==> config.mk <==
export PLATFORM = sky130hd
export DESIGN_NAME = pwmChannel
export DESIGN_NICKNAME = d
export VERILOG_FILES = /design/src/verilog/gateDrivePkg.sv /design/src/verilog/pwmConfigPkg.sv /design/src/verilog/counterEnableDelay.sv /design/src/verilog/deadTimeGate.sv /design/src/verilog/pwmChannel.sv /design/src/verilog/pwmModulator.sv /design/src/verilog/timebaseShifterCore.sv
export VERILOG_INCLUDE_DIRS = /design/src /design/src/verilog
export SDC_FILE = /design/constraint.sdc
export NUM_CORES = 1
export LEC_CHECK = 0
export ABC_AREA = 1
export BUFFER_PORTS_ARGS = -buffer_cell sky130_fd_sc_hd__buf_2
export CORE_ASPECT_RATIO = 0.75
export CORE_MARGIN = 8
export CORE_UTILIZATION = 59
export DETAILED_ROUTE_END_ITERATION = 10
export PLACE_DENSITY = 0.8
export SYNTH_ARGS = -nofsm -noshare
export SYNTH_HDL_FRONTEND = slang
export SYNTH_SLANG_ARGS = --single-unit
==> constraint.sdc <==
create_clock -name clock -period 5.4 [get_ports clock]
set_clock_uncertainty 0.15 [all_clocks]
set_input_delay 1.08 -clock clock [delete_from_list [all_inputs] [get_ports clock]]
set_output_delay 1.08 -clock clock [all_outputs]
set_load 0.05 [all_outputs]
==> src/verilog/pwm_defines.svh <==
// ~~~~~~~~~~~~~~~~~~~~~~~~~~~~~~~~~~~~~~~~~~~~~~~~~~
// Counter widths shared by the packages and the RTL
// ~~~~~~~~~~~~~~~~~~~~~~~~~~~~~~~~~~~~~~~~~~~~~~~~~~
`ifndef PWM_DEFINES_SVH
`define PWM_DEFINES_SVH

// Width of the turn-on delay counts
`define COUNTER_WIDTH 16

// Width of the carrier, duty and dead-time counts
`define PWM_WIDTH 16

`endif

==> src/verilog/gateDrivePkg.sv <==
// ~~~~~~~~~~~~~~~~~~~~~~~~~~~~~~~~~~~~~~~~~~~~~~~~~~
// Carrier status and gate pair types, all active high
// ~~~~~~~~~~~~~~~~~~~~~~~~~~~~~~~~~~~~~~~~~~~~~~~~~~
package gateDrivePkg;

    // Modulator output as seen by the gate stage
    typedef struct packed {
        // Requested side, 1 asks for the high side
        logic rawPwm;
        // One cycle pulse on the first cycle of each period
        logic periodStart;
    } carrier_t;

    // Complementary half-bridge gate drives
    typedef struct packed {
        logic highSide;
        logic lowSide;
    } gatePair_t;

endpackage

==> src/verilog/pwmConfigPkg.sv <==
// ~~~~~~~~~~~~~~~~~~~~~~~~~~~~~~~~~~~~~~~~~~~~~~~~~~
// Channel configuration word, all counts in clock cycles
// Period below 2 is not supported by the modulator
// ~~~~~~~~~~~~~~~~~~~~~~~~~~~~~~~~~~~~~~~~~~~~~~~~~~
`include "pwm_defines.svh"

package pwmConfigPkg;

    // One channel configuration, period in the top word
    typedef struct packed {
        // Carrier length, the counter runs 0 to period-1
        logic [`PWM_WIDTH-1:0]     period;

        // Cycles per period with the raw PWM high
        logic [`PWM_WIDTH-1:0]     duty;

        // Cycles with both gates off after every side change
        logic [`PWM_WIDTH-1:0]     deadTime;

        // Turn-on delay, only taken while enable is low
        logic [`COUNTER_WIDTH-1:0] enableDelay;
    } channelConfig_t;

endpackage

==> src/verilog/counterEnableDelay.sv <==
// ~~~~~~~~~~~~~~~~~~~~~~~~~~~~~~~~~~~~~~~~~~~~~~~~~~
// Rising edge of enable delayed by D+3 edges (1 for D=0)
// Delay is only latched while enable is low
// ~~~~~~~~~~~~~~~~~~~~~~~~~~~~~~~~~~~~~~~~~~~~~~~~~~
`timescale 1ns/10ps
`include "pwm_defines.svh"

module counterEnableDelay (
    input  logic                      clock,
    input  logic                      reset,
    input  logic                      enable,
    input  logic [`COUNTER_WIDTH-1:0] delay,
    output logic                      delayedEnable
);

    logic [`COUNTER_WIDTH-1:0] latchedDelay;
    logic [`COUNTER_WIDTH-1:0] count;
    logic                      delayIsZero;
    logic                      enableSampled;
    logic                      startPulse;
    logic                      counterLoaded;
    logic                      countInProgress;
    logic                      internalEnable;

    // A zero delay skips the counter and only keeps the register latency
    assign delayIsZero = (latchedDelay == '0);

    // The counter is loaded by the start pulse and runs while a count is in progress
    timebaseShifterCore delayCounter (
        .clock    (clock),
        .reset    (reset),
        .enable   (countInProgress),
        .load     (startPulse),
        .countIn  (latchedDelay),
        .countOut (count)
    );

    // Track the delay value only while the channel is off
    always_ff @(posedge clock) begin
        if (!reset) begin
            latchedDelay <= '0;
        end else if (!enable) begin
            latchedDelay <= delay;
        end
    end

    always_ff @(posedge clock) begin
        if (!reset) begin
            startPulse      <= 1'b0;
            counterLoaded   <= 1'b0;
            countInProgress <= 1'b0;
            internalEnable  <= 1'b0;
        end else if (!enable) begin
            // Dropping enable abandons any turn-on in progress
            startPulse      <= 1'b0;
            counterLoaded   <= 1'b0;
            countInProgress <= 1'b0;
            internalEnable  <= 1'b0;
        end else begin
            // Single pulse on the first edge that sees enable high
            startPulse    <= !enableSampled && !delayIsZero;
            // The counter holds the loaded value one cycle before counting starts
            counterLoaded <= startPulse;
            if (counterLoaded) begin
                countInProgress <= 1'b1;
            end else if (countInProgress && count == `COUNTER_WIDTH'(1)) begin
                // Count 1 is the last step, the counter parks at zero after this
                countInProgress <= 1'b0;
                internalEnable  <= 1'b1;
            end
        end
    end

    // Output stage, enableSampled also makes the falling edge one edge late
    always_ff @(posedge clock) begin
        if (!reset) begin
            enableSampled <= 1'b0;
            delayedEnable <= 1'b0;
        end else begin
            enableSampled <= enable;
            delayedEnable <= enableSampled && (delayIsZero || internalEnable);
        end
    end

endmodule

==> src/verilog/deadTimeGate.sv <==
// ~~~~~~~~~~~~~~~~~~~~~~~~~~~~~~~~~~~~~~~~~~~~~~~~~~
// Gates rise deadTime+1 edges after delayedEnable rises
// Dead time changes apply at period start or while off
// ~~~~~~~~~~~~~~~~~~~~~~~~~~~~~~~~~~~~~~~~~~~~~~~~~~
`timescale 1ns/10ps
`include "pwm_defines.svh"

module deadTimeGate (
    input  logic                    clock,
    input  logic                    reset,
    input  logic                    delayedEnable,
    input  gateDrivePkg::carrier_t  carrier,
    input  logic [`PWM_WIDTH-1:0]   deadTime,
    output gateDrivePkg::gatePair_t gates
);

    logic                  enabledLast;
    logic                  target;
    logic                  sideChange;
    logic [`PWM_WIDTH-1:0] deadCount;
    logic [`PWM_WIDTH-1:0] nextCount;
    logic [`PWM_WIDTH-1:0] deadTimeShadow;
    logic [`PWM_WIDTH-1:0] activeDeadTime;

    // On a period start the fresh input is used so one period never mixes two values
    assign activeDeadTime = carrier.periodStart ? deadTime : deadTimeShadow;

    // Turning on counts as a change away from the parked low side
    assign sideChange = !enabledLast || (carrier.rawPwm != target);

    // Remaining off cycles after this edge, zero means drive the target
    always_comb begin
        if (sideChange) begin
            nextCount = activeDeadTime;
        end else if (deadCount != '0) begin
            nextCount = deadCount - 1'b1;
        end else begin
            nextCount = '0;
        end
    end

    // Dead time is tracked freely while the channel is off
    always_ff @(posedge clock) begin
        if (!delayedEnable || carrier.periodStart) begin
            deadTimeShadow <= deadTime;
        end
    end

    always_ff @(posedge clock) begin
        if (!reset) begin
            enabledLast <= 1'b0;
            target      <= 1'b0;
            deadCount   <= '0;
            gates       <= '0;
        end else if (!delayedEnable) begin
            // Off state, both switches open and the target parked on the low side
            enabledLast <= 1'b0;
            target      <= 1'b0;
            deadCount   <= '0;
            gates       <= '0;
        end else begin
            enabledLast <= 1'b1;
            target      <= carrier.rawPwm;
            deadCount   <= nextCount;
            if (nextCount == '0) begin
                // Exactly one side at a time, the two are complements
                gates.highSide <= carrier.rawPwm;
                gates.lowSide  <= !carrier.rawPwm;
            end else begin
                gates <= '0;
            end
        end
    end

endmodule

==> src/verilog/pwmChannel.sv <==
// ~~~~~~~~~~~~~~~~~~~~~~~~~~~~~~~~~~~~~~~~~~~~~~~~~~
// One half-bridge PWM channel with delayed turn-on
// First gate rises D+deadTime+4 edges after enable
// ~~~~~~~~~~~~~~~~~~~~~~~~~~~~~~~~~~~~~~~~~~~~~~~~~~
`timescale 1ns/10ps

module pwmChannel (
    input  logic                        clock,
    input  logic                        reset,
    input  logic                        enable,
    // Period, duty, dead time and turn-on delay in one word
    input  pwmConfigPkg::channelConfig_t channelConfig,
    output gateDrivePkg::gatePair_t     gates
);

    logic                   delayedEnable;
    gateDrivePkg::carrier_t carrier;

    // Turn-on delay from the enable level
    counterEnableDelay enableDelay (
        .clock         (clock),
        .reset         (reset),
        .enable        (enable),
        .delay         (channelConfig.enableDelay),
        .delayedEnable (delayedEnable)
    );

    // Free-running carrier that ignores enable
    pwmModulator modulator (
        .clock   (clock),
        .reset   (reset),
        .period  (channelConfig.period),
        .duty    (channelConfig.duty),
        .carrier (carrier)
    );

    // Complementary gates with dead time that stay off until the delayed enable rises
    deadTimeGate gateStage (
        .clock         (clock),
        .reset         (reset),
        .delayedEnable (delayedEnable),
        .carrier       (carrier),
        .deadTime      (channelConfig.deadTime),
        .gates         (gates)
    );

endmodule

==> src/verilog/pwmModulator.sv <==
// ~~~~~~~~~~~~~~~~~~~~~~~~~~~~~~~~~~~~~~~~~~~~~~~~~~
// Edge-aligned carrier, new period and duty take effect at wrap
// Period must be at least 2, duty at or above period gives 100%
// ~~~~~~~~~~~~~~~~~~~~~~~~~~~~~~~~~~~~~~~~~~~~~~~~~~
`timescale 1ns/10ps
`include "pwm_defines.svh"

module pwmModulator (
    input  logic                   clock,
    input  logic                   reset,
    input  logic [`PWM_WIDTH-1:0]  period,
    input  logic [`PWM_WIDTH-1:0]  duty,
    output gateDrivePkg::carrier_t carrier
);

    logic [`PWM_WIDTH-1:0] count;
    logic [`PWM_WIDTH-1:0] nextCount;
    logic [`PWM_WIDTH-1:0] shadowPeriod;
    logic [`PWM_WIDTH-1:0] shadowDuty;
    logic [`PWM_WIDTH-1:0] nextDuty;
    logic                  wrap;

    // Greater-or-equal so a shorter period loaded elsewhere cannot run away
    assign wrap      = (count >= shadowPeriod - 1'b1);
    assign nextCount = wrap ? '0 : count + 1'b1;

    // The first cycle of a new period already compares against the new duty
    assign nextDuty = wrap ? duty : shadowDuty;

    // Shadows follow the inputs during reset and are refreshed at every wrap
    always_ff @(posedge clock) begin
        if (!reset || wrap) begin
            shadowPeriod <= period;
            shadowDuty   <= duty;
        end
    end

    always_ff @(posedge clock) begin
        if (!reset) begin
            count   <= '0;
            carrier <= '0;
        end else begin
            count <= nextCount;
            // rawPwm is aligned with count, high while count is below duty
            carrier.rawPwm      <= (nextCount < nextDuty);
            // Not raised for the very first period after reset release
            carrier.periodStart <= wrap;
        end
    end

endmodule

==> src/verilog/timebaseShifterCore.sv <==
// ~~~~~~~~~~~~~~~~~~~~~~~~~~~~~~~~~~~~~~~~~~~~~~~~~~
// Down counter, load wins over count, stops at zero
// ~~~~~~~~~~~~~~~~~~~~~~~~~~~~~~~~~~~~~~~~~~~~~~~~~~
`timescale 1ns/10ps
`include "pwm_defines.svh"

module timebaseShifterCore (
    input  logic                      clock,
    input  logic                      reset,
    input  logic                      enable,
    input  logic                      load,
    input  logic [`COUNTER_WIDTH-1:0] countIn,
    output logic [`COUNTER_WIDTH-1:0] countOut
);

    // The count is registered, so a load shows up one edge later
    always_ff @(posedge clock) begin
        if (!reset) begin
            countOut <= '0;
        end else if (load) begin
            // A fresh load restarts the count even mid-run
            countOut <= countIn;
        end else if (enable && countOut != '0) begin
            countOut <= countOut - 1'b1;
        end
        // Otherwise hold, zero is sticky until the next load
    end

endmodule

* Yosys cells after proc, flatten, opt, wreduce, memory -nomap -nowiden
Index checks and enable logic that the tools add are counted.
Word-level totals: register bits after elaboration 124, latch bits 0, memory bits (writable) 0, ROM bits 0, input port bits 67, word-level logic and storage cells 62, memories kept 0
Cells by class: $add $sub $neg 4, $mul 0, div/mod/pow operators 0, magnitude comparators 2, eq/ne operators 2, shifts and indexed selects 0, multiplexer cells 10, bitwise operators 1, reductions and logical operators 24
Operators with widths (count):
- two-way mux 16 bit | 7
- subtractor 16 x 1 -> 16 bit (second input constant) | 3
- logical NOT 16 bit | 2
- nonzero test 16 bit | 2
- adder 16 x 1 -> 16 bit (second input constant) | 1
- == test 16 x 1 -> 1 bit (second input constant) | 1
- >= comparator 16 bit | 1
- < comparator 16 bit | 1
- logical NOT 1 bit | 6
- AND reduction 2 bit | 3
- logical AND 1 bit | 4
- logical OR 1 bit | 4
- nonzero test 2 bit | 2
- two-way mux 1 bit | 3
- AND reduction 3 bit | 1
- inequality test 1 bit | 1
- inverter 1 bit | 1

* Logic depth before layout (Yosys ltp)
depth in word-level cells 5, gate-level depth with buffers 26, mapped depth without buffers 25

* Modules after synthesis
From an unflattened synthesis, not the netlist that was laid out.
Unflattened totals: cells, all modules 891, area total of the unflattened synthesis 6980.4 um^2
By module, submodules not included:
- pwmModulator | instances 1, cells each 313, area each 2987.9 um^2
- deadTimeGate | instances 1, cells each 271, area each 1968.1 um^2
- timebaseShifterCore | instances 1, cells each 190, area each 1152.4 um^2
- counterEnableDelay | instances 1, cells each 117, area each 872.1 um^2

* Least setup slack after synthesis
OpenSTA, ideal clock, no wires.
kind reg2reg, start point reg modulator.shadowPeriod[0], end point reg modulator.shadowDuty[0] (enable), setup time 409 ps, arrival 3788 ps, data required time 4841 ps, slack 1053 ps, stages on the path, launching flop included 20, buffers on the path 1, period minus slack after synthesis 4347 ps, path through edfxtp_1 > inv_1 > ha_1 > nand2_1 > nor3_1 > nor3b_2 > nand2_1 > nor2_1 > nand2_1 > nor3_1 > xor2_1 > inv_1 > ha_1 > nand4_1 > a21oi_1 > nor2_1 > nand2_1 > inv_1 > nand2_1 > clkbuf_1
On the way: cells in the longest elaborated chain, start to end 3
RTL lines:
- start: declaration | line pwmModulator.sv:18 | logic [`PWM_WIDTH-1:0] shadowPeriod;
- start signal: assignment | line pwmModulator.sv:33 | shadowPeriod <= period;
- subtractor 16 x 1 -> 16 bit | line pwmModulator.sv:24 | assign wrap = (count >= shadowPeriod - 1'b1);
- >= comparator 16 bit | line pwmModulator.sv:24
- logical OR 1 bit | line pwmModulator.sv:32 | if (!reset || wrap) begin
- end signal: assignment | line pwmModulator.sv:34 | shadowDuty <= duty;
- end: declaration | line pwmModulator.sv:19 | logic [`PWM_WIDTH-1:0] shadowDuty;
No other way between the ends. A chain may end at the register's enable or synchronous reset.

* Final worst setup path
start point reg modulator.shadowPeriod[2], end point reg modulator.carrier[1] (netlist name)
On the way: cells in the longest elaborated chain, start to end 4, elaborated cells on any way between the ends 5, those cells by class 1 x add/sub; 2 x order compare; 2 x mux
RTL lines:
- subtractor 16 x 1 -> 16 bit (*) | line pwmModulator.sv:24
- >= comparator 16 bit (*) | line pwmModulator.sv:24
- two-way mux 16 bit, on equally long branches | line pwmModulator.sv:25, pwmModulator.sv:28
- < comparator 16 bit (*) | line pwmModulator.sv:45 | carrier.rawPwm <= (nextCount < nextDuty);
Every way passes the cells marked *; elsewhere a longest branch is shown, timed or not.

==> flow_metrics.py <==
metrics = {
    "place": {
        "finalWeightedCongestion": 0.882,
        "place_hpwl_um": 10200,
        "io_buffer_count": 68,
    },
    "synth": {
        "synth_area_um2": 6500,
        "synth_top_area_share_pct": 23.4,
        "synth_xor_area_share_pct": 5.80,
        "ys_async_sr_fraction_pct": 0,
        "yosysMostFrequentCell": "nand2_1",
        "synthAdderAreaFrac_pct": 6.93,
        "syn_inst": 779,
        "synth_ff_type": "dfxtp_1",
        "synth.yosys.seq_area_share_pct": 45.6,
        "synth_compound_area_share_pct": 8.90,
        "synth_edf_count": 48,
        "syn_area_per_cell_um2": 8.34,
        "synth_area_leaders": "dfxtp_1 (23%), edfxtp_1 (22%), nand2_1 (9.8%), ha_1 (6.9%), inv_1 (5.3%)",
        "synth_top_area_cell": "dfxtp_1",
        "syn_nets": 882,
        "yosysWarnings": 0,
        "synth_top_family_by_area": "simple AND/OR/NAND/NOR gates",
        "synth.area.mux_share_pct": 2.31,
        "synth-simple-area-share_pct": 23.6,
        "ys_types": 45,
        "ys_seq_elements": 124,
        "synthTopCellsByCount": "nand2_1 (170), inv_1 (92), nor2_1 (90)",
    },
    "clocking": {
        "holdBufCountCts": 0,
        "insertion_delay_ns": 0.41,
        "cts_sinks": 124,
        "cts_buffers": 17,
        "clockBufferDepth": 2,
        "htreeDepth": 4,
        "cts_resized": 0,
        "cts_tree": "done",
        "cts_setup_buffers": 0,
        "clk_pin_slew_ns": 0.06,
        "cts-root-buf": "clkbuf_16",
    },
    "drt": {
        "drc_errors": 0,
        "drt_iter0_drc": 393,
        "routed_via_density": 5.25,
        "wl_um": 14100,
        "antenna_left": 0,
        "via_count": 5253,
        "firstDrtPassIters": 5,
        "wl_per_cell_um": 14.1,
    },
    "timing": {
        "finalSetupViolCount": 0,
        "fin_crit_sh_pct": 85.3,
        "finalHoldViolations": 0,
        "final.min_clock_period_ns": 4.61,
        "setup_tns_ns": 0,
        "slew-limit-headroom_pct": 36.7,
        "fmax_ghz": 0.217,
        "rsz0062_at_grt": "false",
        "worstMarginPinSlew_ns": 0.946,
        "slew_viol_final": 0,
    },
    "critical_path": {
        "worstPathRequired_ns": 5.59,
        "worst_setup_path_start_kind": "flop",
        "cp.arrival_ns": 4.79,
        "ff2ff_setup_slack_ns": 0.79,
        "crit_path_end_kind": "flop",
        "worstSetupPathType": "reg2reg",
        "critPathMaxFanout": 27,
    },
    "power": {
        "power_frac_seq_pct": 45.5,
        "cellLeakagePower_uw": 0.00340,
        "power_density_nw_per_um2": 305,
        "p_clk_share_pct": 45.9,
        "sw_frac_of_total_pct": 23.6,
        "power.internal_uw": 1740,
        "pwr-share-comb_pct": 8.6,
        "ir_worst_vdd_mv": 0.225,
        "power.net_switching_uw": 537,
    },
    "min_path": {
        "hold_path.class": "reg2reg",
    },
    "layout": {
        "final_core_util_pct": 69.1,
        "antenna_cells": 0,
        "drive_gt1_share_pct": 13.6,
        "area_growth_syn_to_layout_pct": 15.1,
        "fin_nets": 951,
    },
    "global_route": {
        "antenna_found_initial": 0,
        "grt_usage_pct": 20.1,
        "grt_start_max_net_pins": 45,
        "overflow": 0,
        "grt_pass1_wl_um": 23800,
        "grt_pass1_vias": 5188,
    },
    "floorplanning": {
        "initial_core_util_pct": 60.1,
        "io_pins": 69,
        "fp.dieH_um": 107,
        "die_area_um2": 14700,
        "coreArea_um2": 10800,
        "fp-row-count": 33,
        "die_x_um": 137,
    },
    "run_status": {
        "status": "finished, final reports clean",
    },
    "run": {
        "max-cap-violations": 0,
    },
}
==> stage by stage <==
| step | instance area [um2] | hold slack (ns) | total power [uW] | cells | setup slack (ns) |
|---|---|---|---|---|---|
| 4_1_cts | 7480 | 0.264 | 2290 | 1001 | 0.805 |
| 3_5_place_dp | 6940 | 0.259 | 1250 | 969 | 0.889 |
| 6_report | 7480 | 0.259 | 2280 | 1001 | 0.793 |
| 5_1_grt | 7480 | 0.282 | 2360 | 1001 | 0.310 |
| 3_3_place_gp | 6940 | 0.254 | 1240 | 969 | 1.11 |
| 2_1_floorplan | 6500 | 0.244 | 1190 | 779 | 1.05 |
==> layout by cell type, fill, tap and decap left out, drive strengths merged <==
cell and instances:
a211oi 2, a21oi 52, a22oi 2, a31o 1, a31oi 5, buf 69
bufinv 1, clkbuf 24, clkinv 7, clkinvlp 2, dfxtp 76, edfxtp 48
ha 36, inv 93, mux2i 15, nand2 171, nand3 25, nand3b 2
nand4 15, nor2 95, nor3 20, nor3b 5, nor4 6, o2111ai 1
o211ai 3, o21a 2, o21ai 33, o21bai 1, o22ai 2, or2 4
xnor2 15, xor2 28
==> registers in the layout, indices dropped and copies added (netlist names) <==
register and flops:
gateStage.target 1, enableDelay.latchedDelay 16, gateStage.gates 2, enableDelay.delayCounter.countOut 16, modulator.shadowDuty 16, gateStage.deadTimeShadow 16
modulator.carrier 2, enableDelay.counterLoaded 1, modulator.shadowPeriod 16, enableDelay.internalEnable 1, gateStage.enabledLast 1, gateStage.deadCount 16
enableDelay.enableSampled 1, enableDelay.countInProgress 1, enableDelay.delayedEnable 1, enableDelay.startPulse 1, modulator.count 16
==> logic make-up after synthesis <==
kind of cell	after synthesis
XOR/XNOR	43
AND/OR/NAND/NOR	343
multiplexers	15
buffers and inverters	114
AO/OA/AOI/OAI	104
adder cells (fa/ha/maj)	36
flip-flops	124
==> final timing paths <==
path / startpoint / endpoint / cells past startpoint
worst min-delay path: enableDelay.enableSampled$_SDFF_PN0_ / enableDelay.startPulse$_SDFF_PN0_ / 1
worst min register to register: enableDelay.enableSampled$_SDFF_PN0_ / enableDelay.startPulse$_SDFF_PN0_ / 1
worst max register to register: modulator.shadowPeriod[2]$_DFFE_PP_ / modulator.carrier[1]$_SDFF_PN0_ / 23
worst max-delay path: modulator.shadowPeriod[2]$_DFFE_PP_ / modulator.carrier[1]$_SDFF_PN0_ / 23
==> critical path, stage by stage, from the launching register on <==
cell      delay, ns
edfxtp_1       0.42
nor2_1         0.12
nand2_1        0.09
nor3_2         0.16
nand2_1        0.12
inv_1          0.08
nand3_1        0.10
nor3_1         0.27
nor3b_1        0.29
xor2_1         0.21
inv_1          0.06
ha_1           0.31
nand4_1        0.14
a21oi_1        0.14
nor2_1         0.07
nand2_1        0.25
buf_4          0.41
mux2i_1        0.24
ha_1           0.27
a21oi_1        0.14
nor2_1         0.05
a211oi_1       0.21
nand2_1        0.08
a21oi_1        0.13
==> per-layer routing <==
layer	share of wire, %	wire length (um)	vias to the layer above	GRT usage [%]
met1	50	7020	2380	27.6
met3	5.5	776	16	5.61
met2	44	6180	145	30.1
li1	-	-	2712	-
met4	0.98	139	0	6.34
met5	0	0	-	0
==> power by group through the flow <==
| stage | clock [uW] | combinational [uW] | sequential, uW |
|---|---|---|---|
| after floorplan | 0 | 136 | 1050 |
| after global placement | 0 | 185 | 1060 |
| after detailed placement | 0 | 192 | 1060 |
| after CTS | 1060 | 195 | 1040 |
| after global routing | 1090 | 223 | 1040 |
| final | 1050 | 197 | 1040 |
==> area by class of cell <==
| type | count | area [um2] |
|---|---|---|
| flip-flops and latches | 124 | 2960 |
| inverters | 95 | 359 |
| well taps | 140 | 175 |
| clock buffers | 24 | 472 |
| clock inverters | 8 | 68.8 |
| multi-input cells | 541 | 3090 |
| repair buffers | 69 | 348 |
| fillers | 839 | 3340 |
Note: power is estimated with default switching activity, not from simulation.
